[src/common/sram_pkg.sv]
package sram_pkg;

  // AXI4-Lite payload widths used on every port of the model
  typedef logic [31:0] addr_t;
  typedef logic [31:0] word_t;
  typedef logic [3:0]  strb_t;

  typedef logic [1:0] axi_resp_t;

  localparam axi_resp_t resp_okay   = 2'b00;
  localparam axi_resp_t resp_slverr = 2'b10;

  // state of the latency generator
  typedef logic [7:0] lfsr_t;

  // a latency of 2 is the shortest the channels can turn a transaction around,
  // so it counts as no added delay
  localparam int min_latency = 2;

endpackage

[src/sram_model/lfsr8.sv]
module lfsr8 #(
  parameter sram_pkg::lfsr_t seed = 8'h95
) (
  input  logic            clk,
  input  logic            rstn,
  output sram_pkg::lfsr_t state
);
  import sram_pkg::*;

  logic feedback;

  // taps 8,6,5,4 give the full 255-state sequence
  assign feedback = state[7] ^ state[5] ^ state[4] ^ state[3];

  always_ff @(posedge clk) begin
    if (rstn) begin
      state <= seed;
    end else begin
      state <= {state[6:0], feedback};
    end
  end

endmodule

[src/sram_model/axil_write_channel.sv]
module axil_write_channel #(
  parameter int              jitter_bits = 4,
  parameter sram_pkg::lfsr_t seed        = 8'h3c
) (
  input  logic                clk,
  input  logic                rstn,
  input  sram_pkg::addr_t     awaddr,
  input  logic                awvalid,
  output logic                awready,
  input  sram_pkg::word_t     wdata,
  input  sram_pkg::strb_t     wstrb,
  input  logic                wvalid,
  output logic                wready,
  output sram_pkg::axi_resp_t bresp,
  output logic                bvalid,
  input  logic                bready,
  output logic                wr_fire,
  output sram_pkg::addr_t     wr_addr,
  output sram_pkg::word_t     wr_data,
  output sram_pkg::strb_t     wr_strb,
  input  logic                wr_ok
);
  import sram_pkg::*;

  localparam int cnt_bits = jitter_bits + 1;

  lfsr_t               lfsr_state;
  logic [cnt_bits-1:0] latency;
  logic [cnt_bits-1:0] cnt;
  logic                aw_hs;
  logic                w_hs;
  logic                start;
  logic                busy;

  lfsr8 #(
    .seed(seed)
  ) u_lfsr (
    .clk  (clk),
    .rstn (rstn),
    .state(lfsr_state)
  );

  assign aw_hs = awvalid & awready;
  assign w_hs  = wvalid & wready;

  // the count starts on whichever beat completes the pair,
  // or on the cycle both beats arrive together
  assign start = (aw_hs & (~wready | w_hs)) | (w_hs & (~awready | aw_hs));

  // both ready lines stay low from the second beat until the commit
  assign busy = ~awready & ~wready;

  assign latency = cnt_bits'(lfsr_state[jitter_bits-1:0]) + cnt_bits'(min_latency);

  // a held B response keeps the next commit waiting
  assign wr_fire = busy & (cnt == cnt_bits'(1)) & ~bvalid;

  always_ff @(posedge clk) begin
    if (rstn) begin
      awready <= 1'b1;
      wready  <= 1'b1;
      bvalid  <= 1'b0;
      cnt     <= '0;
    end else begin
      if (bvalid & bready) begin
        bvalid <= 1'b0;
      end
      if (aw_hs) begin
        awready <= 1'b0;
      end
      if (w_hs) begin
        wready <= 1'b0;
      end
      if (start) begin
        cnt <= latency;
      end else if (busy && cnt > cnt_bits'(1)) begin
        cnt <= cnt - cnt_bits'(1);
      end
      if (wr_fire) begin
        bvalid  <= 1'b1;
        awready <= 1'b1;
        wready  <= 1'b1;
      end
    end
  end

  always_ff @(posedge clk) begin
    if (aw_hs) begin
      wr_addr <= awaddr;
    end
    if (w_hs) begin
      wr_data <= wdata;
      wr_strb <= wstrb;
    end
    if (wr_fire) begin
      bresp <= wr_ok ? resp_okay : resp_slverr;
    end
  end

endmodule

[config.mk]
export PLATFORM = sky130hd
export DESIGN_NAME = axil_write_channel
export DESIGN_NICKNAME = d
export VERILOG_FILES = /design/src/common/sram_pkg.sv /design/src/sram_model/lfsr8.sv /design/src/sram_model/axil_write_channel.sv
export SDC_FILE = /design/constraint.sdc
export NUM_CORES = 1
export LEC_CHECK = 0
export BUFFER_PORTS_ARGS = -buffer_cell sky130_fd_sc_hd__buf_4
export CAP_MARGIN = 20
export CORE_ASPECT_RATIO = 0.9
export CORE_MARGIN = 4
export CORE_UTILIZATION = 35
export CTS_CLUSTER_SIZE = 24
export DETAILED_ROUTE_END_ITERATION = 10
export PLACE_DENSITY_LB_ADDON = 0.05
export SYNTH_ARGS = -nofsm -noshare
export SYNTH_HDL_FRONTEND = slang
export SYNTH_SLANG_ARGS = --single-unit
export TNS_END_PERCENT = 10
[constraint.sdc]
create_clock -name clk -period 2.3 [get_ports clk]
set_clock_uncertainty 0.1 [all_clocks]
set_input_delay 0.115 -clock clk [delete_from_list [all_inputs] [get_ports clk]]
set_output_delay 0.115 -clock clk [all_outputs]
set_load 0.05 [all_outputs]
==> metrics.txt <==
DR DRC count 0; status finished, final reports clean; final hold vios 0; Gate power share 20.0%; Setup crit end wr_fire; Synth area leader edfxtp_1; Final period util 94.7%; Post-Syn Area per Cell 18.4 um2; Yosys top cell area share 73.2%; Layout area overhead 75.5%; final wirelength 7330 um; RSZ-0062 raised after global routing no; Pwr Density 690 nW/um2; vias in the first global route 2112; CP endpoint kind output port; Std-Cell Core Area 7690 um2; Worst R2R End cnt[2]; gr usage total 15.2%; leakage power 0.00205 uW; Unique masters post-synth 36; Worst-path clk slew 0.09 ns; Peak Freq 0.459 GHz; cell area after layout 4960 um2; Worst Hold Slack 0.0301 ns; HPWL Detailed 4740 um; DP Area 4060 um2; Initial DRC Count 63; first-pass GRT wire length 10900 um; worst r2r src cnt[1]; DRT Pass-1 Iters 4; largest net degree at the start of global routing 37; Sw Pwr 969 uW; Die Span Y 93.3 um; row cnt 30; PortBufs 146; total negative slack 0 ns; Final setup viols 0; total die area 9590 um2; Synth warnings 0; Final Max Tran Viols 0; H-tree depth 3; clock period minus worst slack 2.18 ns; Reg2Reg Depth 6; maximum capacitance violations 0; CTS root buffer clkbuf_8; layout cells sized above 1 45.1%; CP Launch Type flip-flop; Vias 2100; Initial Util 36.8%; Synth top cells by count edfxtp_1, dfxtp_1, nand2_1; EDFF count, synth 69; Ports 148; Ant. Diodes 0; TritonCTS clock tree built; Congestion Overflow GR 0; worst setup path startpoint cnt[1]; Nets 460; CP Max Fanout 5; Synth Cell Area 2830 um2; Critical Path RT 2.09 ns; crit-path cells inv_2 -> ha_2 -> or4b_4 -> nor3_4 -> buf_6; register area share after synthesis 84.6%; worst min path class input port to flip-flop; Power, Total 3430 uW; cells after synthesis 154; Top FF cell, synth edfxtp_1; WL/cell 15.1 um; gpl congestion 0.757; Antenna Nets Post-Route 0; hold depth 3; worst IR drop on VDD 0.000419 V; Sink Count 85; Max Root-Sink Buffers 2; post-synth net total 231; Max stage delay on crit path 0.50 ns; vias per std cell 4.34; dominant cells by area after synthesis edfxtp_1, dfxtp_1, ha_1; Crit-path slowest cell or4b_4; internal power 2460 uW; Flop pwr share 52.8%; Post-synth ARST share 0%; WS Path Type flip-flop to output port; most common cell in the netlist edfxtp_1; Seq cells post-synth 85; R2R setup slack 0.43 ns; Sw Share 28.3%; clk_lat worst skew 0.34 ns; chip width 103 um; Critical Path AT 1.96 ns; initial antenna violation count 0; CTS buffer count 9; Clk pwr share 27.2%
-- power groups by stage --
stage / clock network [uW] / logic [uW] / registers [uW]
5_1_grt: 1040 / 726 / 1820
4_1_cts: 971 / 687 / 1810
2_1_floorplan: 0 / 109 / 2080
3_5_place_dp: 0 / 584 / 1840
3_3_place_gp: 0 / 582 / 1840
6_report: 932 / 686 / 1810
-- metrics by stage --
stage | std cells | setup WS (ns) | util (%)
global route | 484 | 0.00895 | 64.5
detailed placement | 396 | 0.362 | 52.8
CTS | 483 | 0.0452 | 64.3
floorplan | 154 | 0.130 | -
global placement | 396 | 0.405 | 52.8
finish | 484 | 0.122 | 64.5
-- worst min-delay path by stage --
stage	from	end	slack, ns
finish	wvalid	wready	0.03
global route	wvalid	wready	0.05
CTS	wvalid	wready	0.01
detailed placement	awaddr[18]	wr_addr[18]	0.19
global placement	awaddr[1]	wr_addr[1]	0.19
floorplan	rstn	u_lfsr.state[1]	0.09
-- layer usage --
| metal | track usage (%) | vias up | wire (um) |
|---|---|---|---|
| met1 | 17.8 | 981 | 2780 |
| met3 | 5.29 | 4 | 716 |
| met4 | 3.88 | 0 | 54 |
| met2 | 26.4 | 79 | 3780 |
| met5 | 0 | - | 0 |
| li1 | - | 1036 | - |
-- area by class of cell --
type | count | area (um2)
Clock buffer | 10 | 128
Fill cell | 574 | 2730
Multi-Input combinational cell | 63 | 428
Tap cell | 96 | 120
Inverter | 4 | 15.0
Timing Repair Buffer | 220 | 1830
Sequential cell | 85 | 2390
Clock inverter | 6 | 46.3
-- critical path, delay by kind of cell, from the launching register on --
| family | cells | cell delay [ns] |
|---|---|---|
| and+or+nand+nor | 2 | 0.77 |
| adders and majority gates | 1 | 0.21 |
| DFF | 1 | 0.34 |
| buffers and inverters | 2 | 0.30 |
-- cell usage in the layout (no fill, tap or decap), drive strengths merged, types with 2 or more instances in the layout --
cell type,Yosys,final
xor2,2,2
nor3,3,3
dfxtp,16,16
nor2b,4,4
clkinvlp,0,2
nand3,3,3
a31oi,3,3
ha,3,3
clkinv,0,2
edfxtp,69,69
nand2,7,7
or2,5,5
dlygate4sd3,0,71
buf,1,149
inv,4,6
a21oi,2,2
clkbuf,1,10
nand2b,3,3
and2,2,2
xnor2,3,3
nor2,6,6
-- registers in the layout (all words and copies together) (netlist names) --
signal,count
awready,1
bresp,1
bvalid,1
cnt,5
u_lfsr.state,8
wr_addr,32
wr_data,32
wr_strb,4
wready,1
-- cell families (layout without fill, tap and decap cells) --
logic type / after synthesis / count (layout) / synth area share (%)
flops: 85 / 85 / 84.6
simple gates: 39 / 39 / 7.52
compound gates: 15 / 15 / 3.98
buf+inv: 6 / 240 / 0.929
xor+xnor: 5 / 5 / 1.55
fa+ha+maj: 3 / 3 / 1.33
other cells: 1 / 1 / 0.133
-- repair_timing --
action | 4_1_cts | 5_1_grt
endpoints found under the hold margin | 80 | 0
pin swaps | 1 | 1
hold buffers | 71 | 0
endpoints found under the setup margin | 1 | 1
buffers inserted | 0 | 1
resized for setup | 1 | 4
No activity file was read; power rests on OpenSTA's default activity.
