==> config.mk <==
export PLATFORM = sky130hd
export DESIGN_NAME = axil_read_channel
export DESIGN_NICKNAME = d
export VERILOG_FILES = /design/src/common/sram_pkg.sv /design/src/sram_model/lfsr8.sv /design/src/sram_model/axil_read_channel.sv
export SDC_FILE = /design/constraint.sdc
export NUM_CORES = 1
export LEC_CHECK = 0
export BUFFER_PORTS_ARGS = -buffer_cell sky130_fd_sc_hd__buf_4
export CORE_AREA = 10 10 105 79
export CTS_CLUSTER_DIAMETER = 60
export DETAILED_ROUTE_END_ITERATION = 10
export DIE_AREA = 0 0 115 89
export GPL_ROUTABILITY_DRIVEN = 0
export HOLD_SLACK_MARGIN = 0.03
export PLACE_DENSITY = 0.79
export SYNTH_ARGS = -nofsm -noshare
export SYNTH_HDL_FRONTEND = slang
export SYNTH_SLANG_ARGS = --single-unit
==> constraint.sdc <==
create_clock -name clk -period 3.01 [get_ports clk]
set_clock_uncertainty 0.2 [all_clocks]
set_input_delay 0.602 -clock clk [delete_from_list [all_inputs] [get_ports clk]]
set_output_delay 0.602 -clock clk [all_outputs]
set_load 0.05 [all_outputs]
==> src/common/sram_pkg.sv <==
package sram_pkg;

  // AXI4-Lite payload widths used on every port of the model
  typedef logic [31:0] addr_t;
  typedef logic [31:0] word_t;
  typedef logic [3:0]  strb_t;

  typedef logic [1:0] axi_resp_t;

  localparam axi_resp_t resp_okay   = 2'b00;
  localparam axi_resp_t resp_slverr = 2'b10;

  // state of the latency generator
  typedef logic [7:0] lfsr_t;

  // a latency of 2 is the shortest the channels can turn a transaction around,
  // so it counts as no added delay
  localparam int min_latency = 2;

endpackage

==> src/sram_model/lfsr8.sv <==
module lfsr8 #(
  parameter sram_pkg::lfsr_t seed = 8'h95
) (
  input  logic            clk,
  input  logic            rstn,
  output sram_pkg::lfsr_t state
);
  import sram_pkg::*;

  logic feedback;

  // taps 8,6,5,4 give the full 255-state sequence
  assign feedback = state[7] ^ state[5] ^ state[4] ^ state[3];

  always_ff @(posedge clk) begin
    if (rstn) begin
      state <= seed;
    end else begin
      state <= {state[6:0], feedback};
    end
  end

endmodule

==> src/sram_model/axil_read_channel.sv <==
module axil_read_channel #(
  parameter int              jitter_bits = 4,
  parameter sram_pkg::lfsr_t seed        = 8'h95
) (
  input  logic                clk,
  input  logic                rstn,
  input  sram_pkg::addr_t     araddr,
  input  logic                arvalid,
  output logic                arready,
  output sram_pkg::word_t     rdata,
  output sram_pkg::axi_resp_t rresp,
  output logic                rvalid,
  input  logic                rready,
  output logic                rd_fire,
  output sram_pkg::addr_t     rd_addr,
  input  sram_pkg::word_t     rd_data,
  input  logic                rd_ok
);
  import sram_pkg::*;

  // one extra bit so that the floor on top of the jitter never wraps
  localparam int cnt_bits = jitter_bits + 1;

  lfsr_t               lfsr_state;
  logic [cnt_bits-1:0] latency;
  logic [cnt_bits-1:0] cnt;
  logic                busy;
  logic                ar_hs;

  lfsr8 #(
    .seed(seed)
  ) u_lfsr (
    .clk  (clk),
    .rstn (rstn),
    .state(lfsr_state)
  );

  // arready is low exactly while a read is waiting for its fetch
  assign busy    = ~arready;
  assign ar_hs   = arvalid & arready;
  assign latency = cnt_bits'(lfsr_state[jitter_bits-1:0]) + cnt_bits'(min_latency);

  // the fetch waits for the previous R beat to be taken
  assign rd_fire = busy & (cnt == cnt_bits'(1)) & ~rvalid;

  always_ff @(posedge clk) begin
    if (rstn) begin
      arready <= 1'b1;
      rvalid  <= 1'b0;
      cnt     <= '0;
    end else begin
      if (rvalid & rready) begin
        rvalid <= 1'b0;
      end
      if (ar_hs) begin
        arready <= 1'b0;
        cnt     <= latency;
      end else if (busy && cnt > cnt_bits'(1)) begin
        cnt <= cnt - cnt_bits'(1);
      end
      if (rd_fire) begin
        rvalid  <= 1'b1;
        arready <= 1'b1;
      end
    end
  end

  always_ff @(posedge clk) begin
    if (ar_hs) begin
      rd_addr <= araddr;
    end
    if (rd_fire) begin
      rdata <= rd_data;
      rresp <= rd_ok ? resp_okay : resp_slverr;
    end
  end

endmodule

==> results of run 1 <==
[worst max-delay path, stage by stage, from the launching register on]
cell	delay, ns
dfxtp_1	0.43
or4_4	0.58
or3b_4	0.44
clkinvlp_4	0.10
buf_4	0.20
[Yosys cell counts]
cell type  number
nand2_1         4
nand2b_1        3
o211ai_1        1
conb_1          1
or3b_4          1
or4b_2          1
xor2_1          3
nor2_1          1
o22ai_1         1
and4_1          1
a211oi_1        1
nor4b_1         1
edfxtp_1       65
dfxtp_1        15
a2111oi_0       2
o32ai_1         1
buf_4           1
nor3_1          2
o21ai_0         1
a21o_1          1
nand3_1         2
a41o_1          1
a211o_1         1
xnor2_1         2
or2_2           3
nor2b_1         5
o211a_1         1
or4_4           1
mux2i_1         3
clkbuf_1        3
o21ba_2         1
and3_1          1
ha_1            3
a21oi_2         1
a32oi_1         1
inv_1           7
[final cells by class]
class,count,area share (%)
clock buffers,9,3.08
inverters,7,0.746
clock inverters,7,1.99
repair buffers,139,25.9
flip-flops and latches,80,55.9
well taps,81,2.52
multi-input cells,52,9.82
[worst max path at each step]
stage | slack, ns | to | from
2_1_floorplan | 0.20 | rd_fire | arready$_SDFFE_PP1P_
3_3_place_gp | 0.51 | rd_fire | arready$_SDFFE_PP1P_
3_5_place_dp | 0.48 | rd_fire | arready$_SDFFE_PP1P_
4_1_cts | 0.08 | rd_fire | arready$_SDFFE_PP1P_
5_1_grt | 0.02 | rd_fire | arready$_SDFFE_PP1P_
6_report | 0.1 | rd_fire | arready$_SDFFE_PP1P_
[routing by layer]
layer  global-route usage (%)  part of all wire [%]  vias to the layer above
li1                         -                     -                      829
met1                     14.6                    37                      823
met2                     22.8                    50                      110
met3                     7.24                    12                       11
met4                     4.82                   1.8                        0
met5                        0                     0                        -
[registers in the layout, indices dropped and copies added, names as in the netlist]
register	flops
u_lfsr.state	8
arready	1
rresp	1
rdata	32
rd_addr	32
rvalid	1
cnt	5
[per-stage QoR]
step / total power [mW] / hold slack (ns) / setup slack, ns / cell area (sq um)
2_1_floorplan: 1.66 / 0.189 / 0.199 / 2700
3_3_place_gp: 1.84 / 0.194 / 0.514 / 3820
3_5_place_dp: 1.86 / 0.201 / 0.482 / 3820
4_1_cts: 2.65 / 0.200 / 0.0804 / 4030
5_1_grt: 2.73 / 0.192 / 0.0202 / 4030
6_report: 2.62 / 0.214 / 0.0986 / 4030
[kinds of logic (layout without fill, tap and decap cells)]
| kind of cell | Yosys count | in the layout |
|---|---|---|
| xor+xnor | 5 | 5 |
| flops | 80 | 80 |
| mux | 3 | 3 |
| simple gates | 26 | 26 |
| compound gates | 14 | 14 |
| other cells | 1 | 1 |
| buf+inv | 11 | 162 |
| fa+ha+maj | 3 | 3 |
[power by group through the flow]
stage          Sequential (mW)  Combinational, mW  Clock, mW
2_1_floorplan             1.52              0.147          0
4_1_cts                   1.33              0.510      0.813
5_1_grt                   1.34              0.535      0.861
6_report                  1.33              0.506      0.785
3_5_place_dp              1.35              0.507          0
3_3_place_gp              1.35              0.495          0
==> results.py, run 1 <==
metrics = {
    "run_status": {
        "status": "finished, final reports clean",
    },
    "sta": {
        "setup-violations-final": 0,
        "min_period_over_period_pct": 96.7,
        "drv_slew": 0,
        "period_needed_ns": 2.91,
        "hold_viol": 0,
        "rsz0062_at_grt": "false",
        "tightest_slew_ns": 0.474,
        "relSlewSlack_pct": 67.6,
        "tns_ns": 0,
        "maxClockFrequency_mhz": 343,
    },
    "clock_network": {
        "cts_tree": "yes",
        "cts-root-buf": "clkbuf_8",
        "clock_sinks": 80,
        "clock_latency_ns": 0.35,
        "clock_path_buffers": 2,
        "cts_buffers": 9,
        "postCtsSetupBuffers": 0,
        "cts-resized-gates": 0,
        "hold_buffers": 0,
        "cts.clk_slew.worst_paths_ns": 0.08,
        "htree_levels": 3,
    },
    "global_routing": {
        "grt_pass1_vias": 1758,
        "overflow": 0,
        "antenna_found_initial": 0,
        "grt_max_degree": 33,
        "grtUsageTotal_pct": 13.7,
        "grt_pass1_wl_um": 10400,
    },
    "setup_path": {
        "required_ns": 2.21,
        "end_kind": "output pin",
        "worst-r2r-setup-slack_ns": 0.69,
        "r2r_end": "rdata[29]$_DFFE_PP_",
        "cp-start-kind": "flop",
        "crit_type": "flop to output pin",
        "crit_fanout": 12,
        "r2r_cells": 4,
        "r2r-start": "arready$_SDFFE_PP1P_",
        "cp.arrival_ns": 2.11,
    },
    "synth": {
        "postSynthCellCount": 143,
        "yosysWarningCount": 0,
        "yosys.area.top_type": "edfxtp_1",
        "synth_xor_area_share_pct": 1.63,
        "synth_seq_area_share_pct": 83.6,
        "synth_simple_gate_area_share_pct": 6.09,
        "synth.distinct_cells": 36,
        "synth_compound_area_share_pct": 4.32,
        "synth-seq-cells": 80,
        "synth_top_family_by_area": "simple AND/OR/NAND/NOR gates",
        "synthMuxAreaShare_pct": 1.12,
        "netlist_area_sq_um": 2690,
        "synth_area_leaders": "edfxtp_1 (72%), dfxtp_1 (11%), ha_1 (1.4%)",
        "syn_nets": 215,
        "synthAdderAreaFrac_pct": 1.39,
        "synth_area_per_cell_sq_um": 18.8,
        "yosysTopAreaCellShare_pct": 72.5,
    },
    "die": {
        "core_area_sq_um": 6440,
        "die_h_um": 89,
        "placementRows": 25,
        "ios": 138,
        "dieArea_sq_um": 10200,
        "start_util_pct": 41.8,
        "die_w_um": 115,
    },
    "pwr": {
        "seq_power_share_pct": 50.7,
        "ir_worst_vdd_mv": 0.278,
        "p_sw_uw": 750,
        "p_comb_share_pct": 19.3,
        "leakagePower_nw": 1.69,
        "switching_share_pct": 28.6,
        "p_per_area_nw_per_um2": 650,
        "clkPwrFrac_pct": 30.0,
        "p_int_mw": 1.87,
    },
    "placement": {
        "numPortBuffers": 136,
        "place_inst": 359,
        "hpwl_um": 5610,
    },
    "cells_and_area": {
        "layout_common_cells": "buf_4 (139), edfxtp_1 (65), dfxtp_1 (15)",
        "multiInputGateArea_sq_um": 395,
        "layoutNonFillerInstCount": 375,
        "final_common_cell": "buf_4",
        "utilization_pct": 62.5,
        "num-nets-final": 361,
        "seq_area_sq_um": 2250,
        "drive_gt1_share_pct": 55.8,
        "n_antenna_cell": 0,
        "syn2layout_area_growth_pct": 49.5,
        "fill_cells": 478,
    },
    "run": {
        "drv_cap": 0,
    },
    "drt": {
        "wl_um": 7180,
        "drt_pass1_iterations": 4,
        "drtAntennaViolNets": 0,
        "drcViolationCount": 0,
        "vias_per_cell": 4.73,
        "vias": 1773,
        "first_iter_violations": 96,
        "wl_per_cell_um": 19.1,
    },
    "min_path": {
        "hold_end": "u_lfsr.state[7]$_SDFF_PP1_",
        "min_path_type": "flop to flop",
        "whs_path_depth": 1,
        "hp-start": "u_lfsr.state[6]$_SDFF_PP0_",
    },
}
Power figures use the tool's default switching activity.
==> run 2, diff against run 1 <==
- PLACE_DENSITY: 0.79 -> 0.85
==> results.py, run 2 (synthesized netlist as in run 1, its figures left out) <==
metrics = {
    "drt": {
        "drt_pass1_iterations": 5,
        "wl_per_cell_um": 19.5,
        "first_iter_violations": 81,
        "drtAntennaViolNets": 0,
        "vias_per_cell": 4.71,
        "wl_um": 7310,
        "drcViolationCount": 0,
        "vias": 1765,
    },
    "cells_and_area": {
        "layoutNonFillerInstCount": 375,
        "n_antenna_cell": 0,
        "layout_common_cells": "buf_4 (139), edfxtp_1 (65), dfxtp_1 (15)",
        "utilization_pct": 62.1,
        "multiInputGateArea_sq_um": 395,
        "reg.largest.list": "rd_addr x32, rdata x32, u_lfsr.state x8",
        "seq_area_sq_um": 2250,
        "final_common_cell": "buf_4",
        "num-nets-final": 361,
        "syn2layout_area_growth_pct": 48.6,
        "fill_cells": 485,
        "drive_gt1_share_pct": 55.4,
    },
    "global_routing": {
        "grt_max_degree": 34,
        "overflow": 0,
        "grt_pass1_wl_um": 10700,
        "grtUsageTotal_pct": 14.0,
        "grt_pass1_vias": 1794,
        "antenna_found_initial": 0,
    },
    "min_path": {
        "min_path_type": "flop to flop",
    },
    "setup_path": {
        "crit_type": "flop to output pin",
        "cp-start-kind": "flop",
        "crit_fanout": 4,
        "end_kind": "output pin",
        "required_ns": 2.21,
        "cp.arrival_ns": 1.95,
    },
    "clock_network": {
        "htree_levels": 3,
        "cts-resized-gates": 0,
        "hold_buffers": 0,
        "clock_sinks": 80,
        "clock_path_buffers": 2,
        "postCtsSetupBuffers": 0,
        "cts.clk_slew.worst_paths_ns": 0.08,
        "clock_latency_ns": 0.34,
        "cts_tree": "yes",
        "cts-root-buf": "clkbuf_8",
        "cts_buffers": 9,
    },
    "die": {
        "start_util_pct": 41.8,
        "core_area_sq_um": 6440,
        "dieArea_sq_um": 10200,
        "placementRows": 25,
        "die_h_um": 89,
        "ios": 138,
        "die_w_um": 115,
    },
    "pwr": {
        "p_per_area_nw_per_um2": 632,
        "leakagePower_nw": 1.68,
        "ir_worst_vdd_mv": 0.322,
    },
    "sta": {
        "tns_ns": 0,
        "period_needed_ns": 2.75,
        "layout_setup_ws_ns": 0.255,
        "min_period_over_period_pct": 91.5,
        "hold_viol": 0,
        "maxClockFrequency_mhz": 363,
        "rsz0062_at_grt": "false",
        "setup-violations-final": 0,
        "drv_slew": 0,
        "fin_hold_ws_ns": 0.218,
    },
    "placement": {
        "place_inst": 359,
        "dpl_worst_slack_ns": 0.623,
        "hpwl_um": 5780,
        "numPortBuffers": 136,
    },
    "run_status": {
        "status": "finished, final reports clean",
    },
    "run": {
        "drv_cap": 0,
    },
}
==> run 2: metal layers <==
metal  up-vias  track usage [%]  part of all wire (%)
li1        832                -                     -
met1       832             14.5                    36
met2        89             24.0                    51
met3        12             7.18                    11
met4         0             5.61                   1.7
met5         -                0                     0
==> run 2: critical path, stage by stage, from the launching register on <==
cell	delay, ns
dfxtp_1	0.33
or4_4	0.55
or3b_4	0.45
clkinvlp_4	0.09
buf_4	0.19
==> run 2: per-stage QoR <==
step | instance area [sq um] | total power [mW]
after floorplan | 2700 | 1.66
after detailed placement | 3820 | 1.86
after global placement | 3820 | 1.85
final | 4000 | 2.53
after CTS | 4000 | 2.56
after global routing | 4000 | 2.65
==> run 2: layout make-up <==
class / instances / share of cell area, %
flip-flops and latches: 80 / 56.3
repair buffers: 139 / 26.1
multi-input cells: 52 / 9.88
clock buffers: 9 / 3.10
well taps: 81 / 2.53
clock inverters: 7 / 1.35
inverters: 7 / 0.751
==> run 2: path summary, 6_finish.rpt <==
check,slack [ns],from,cells after the start,endpoint
setup / recovery,0.26,cnt[4]$_SDFFE_PP0P_,4,rd_fire
hold / removal,0.22,u_lfsr.state[6]$_SDFF_PP0_,1,u_lfsr.state[7]$_SDFF_PP1_
hold reg to reg,0.22,u_lfsr.state[6]$_SDFF_PP0_,1,u_lfsr.state[7]$_SDFF_PP1_
setup reg to reg,0.68,cnt[4]$_SDFFE_PP0P_,4,rdata[14]$_DFFE_PP_
==> run 2: where the power goes <==
part           total, mW  switching [mW]  internal [mW]
Sequential          1.32          0.0399           1.28
Combinational      0.506           0.314          0.192
Clock              0.697           0.393          0.305
Total               2.53           0.747           1.78
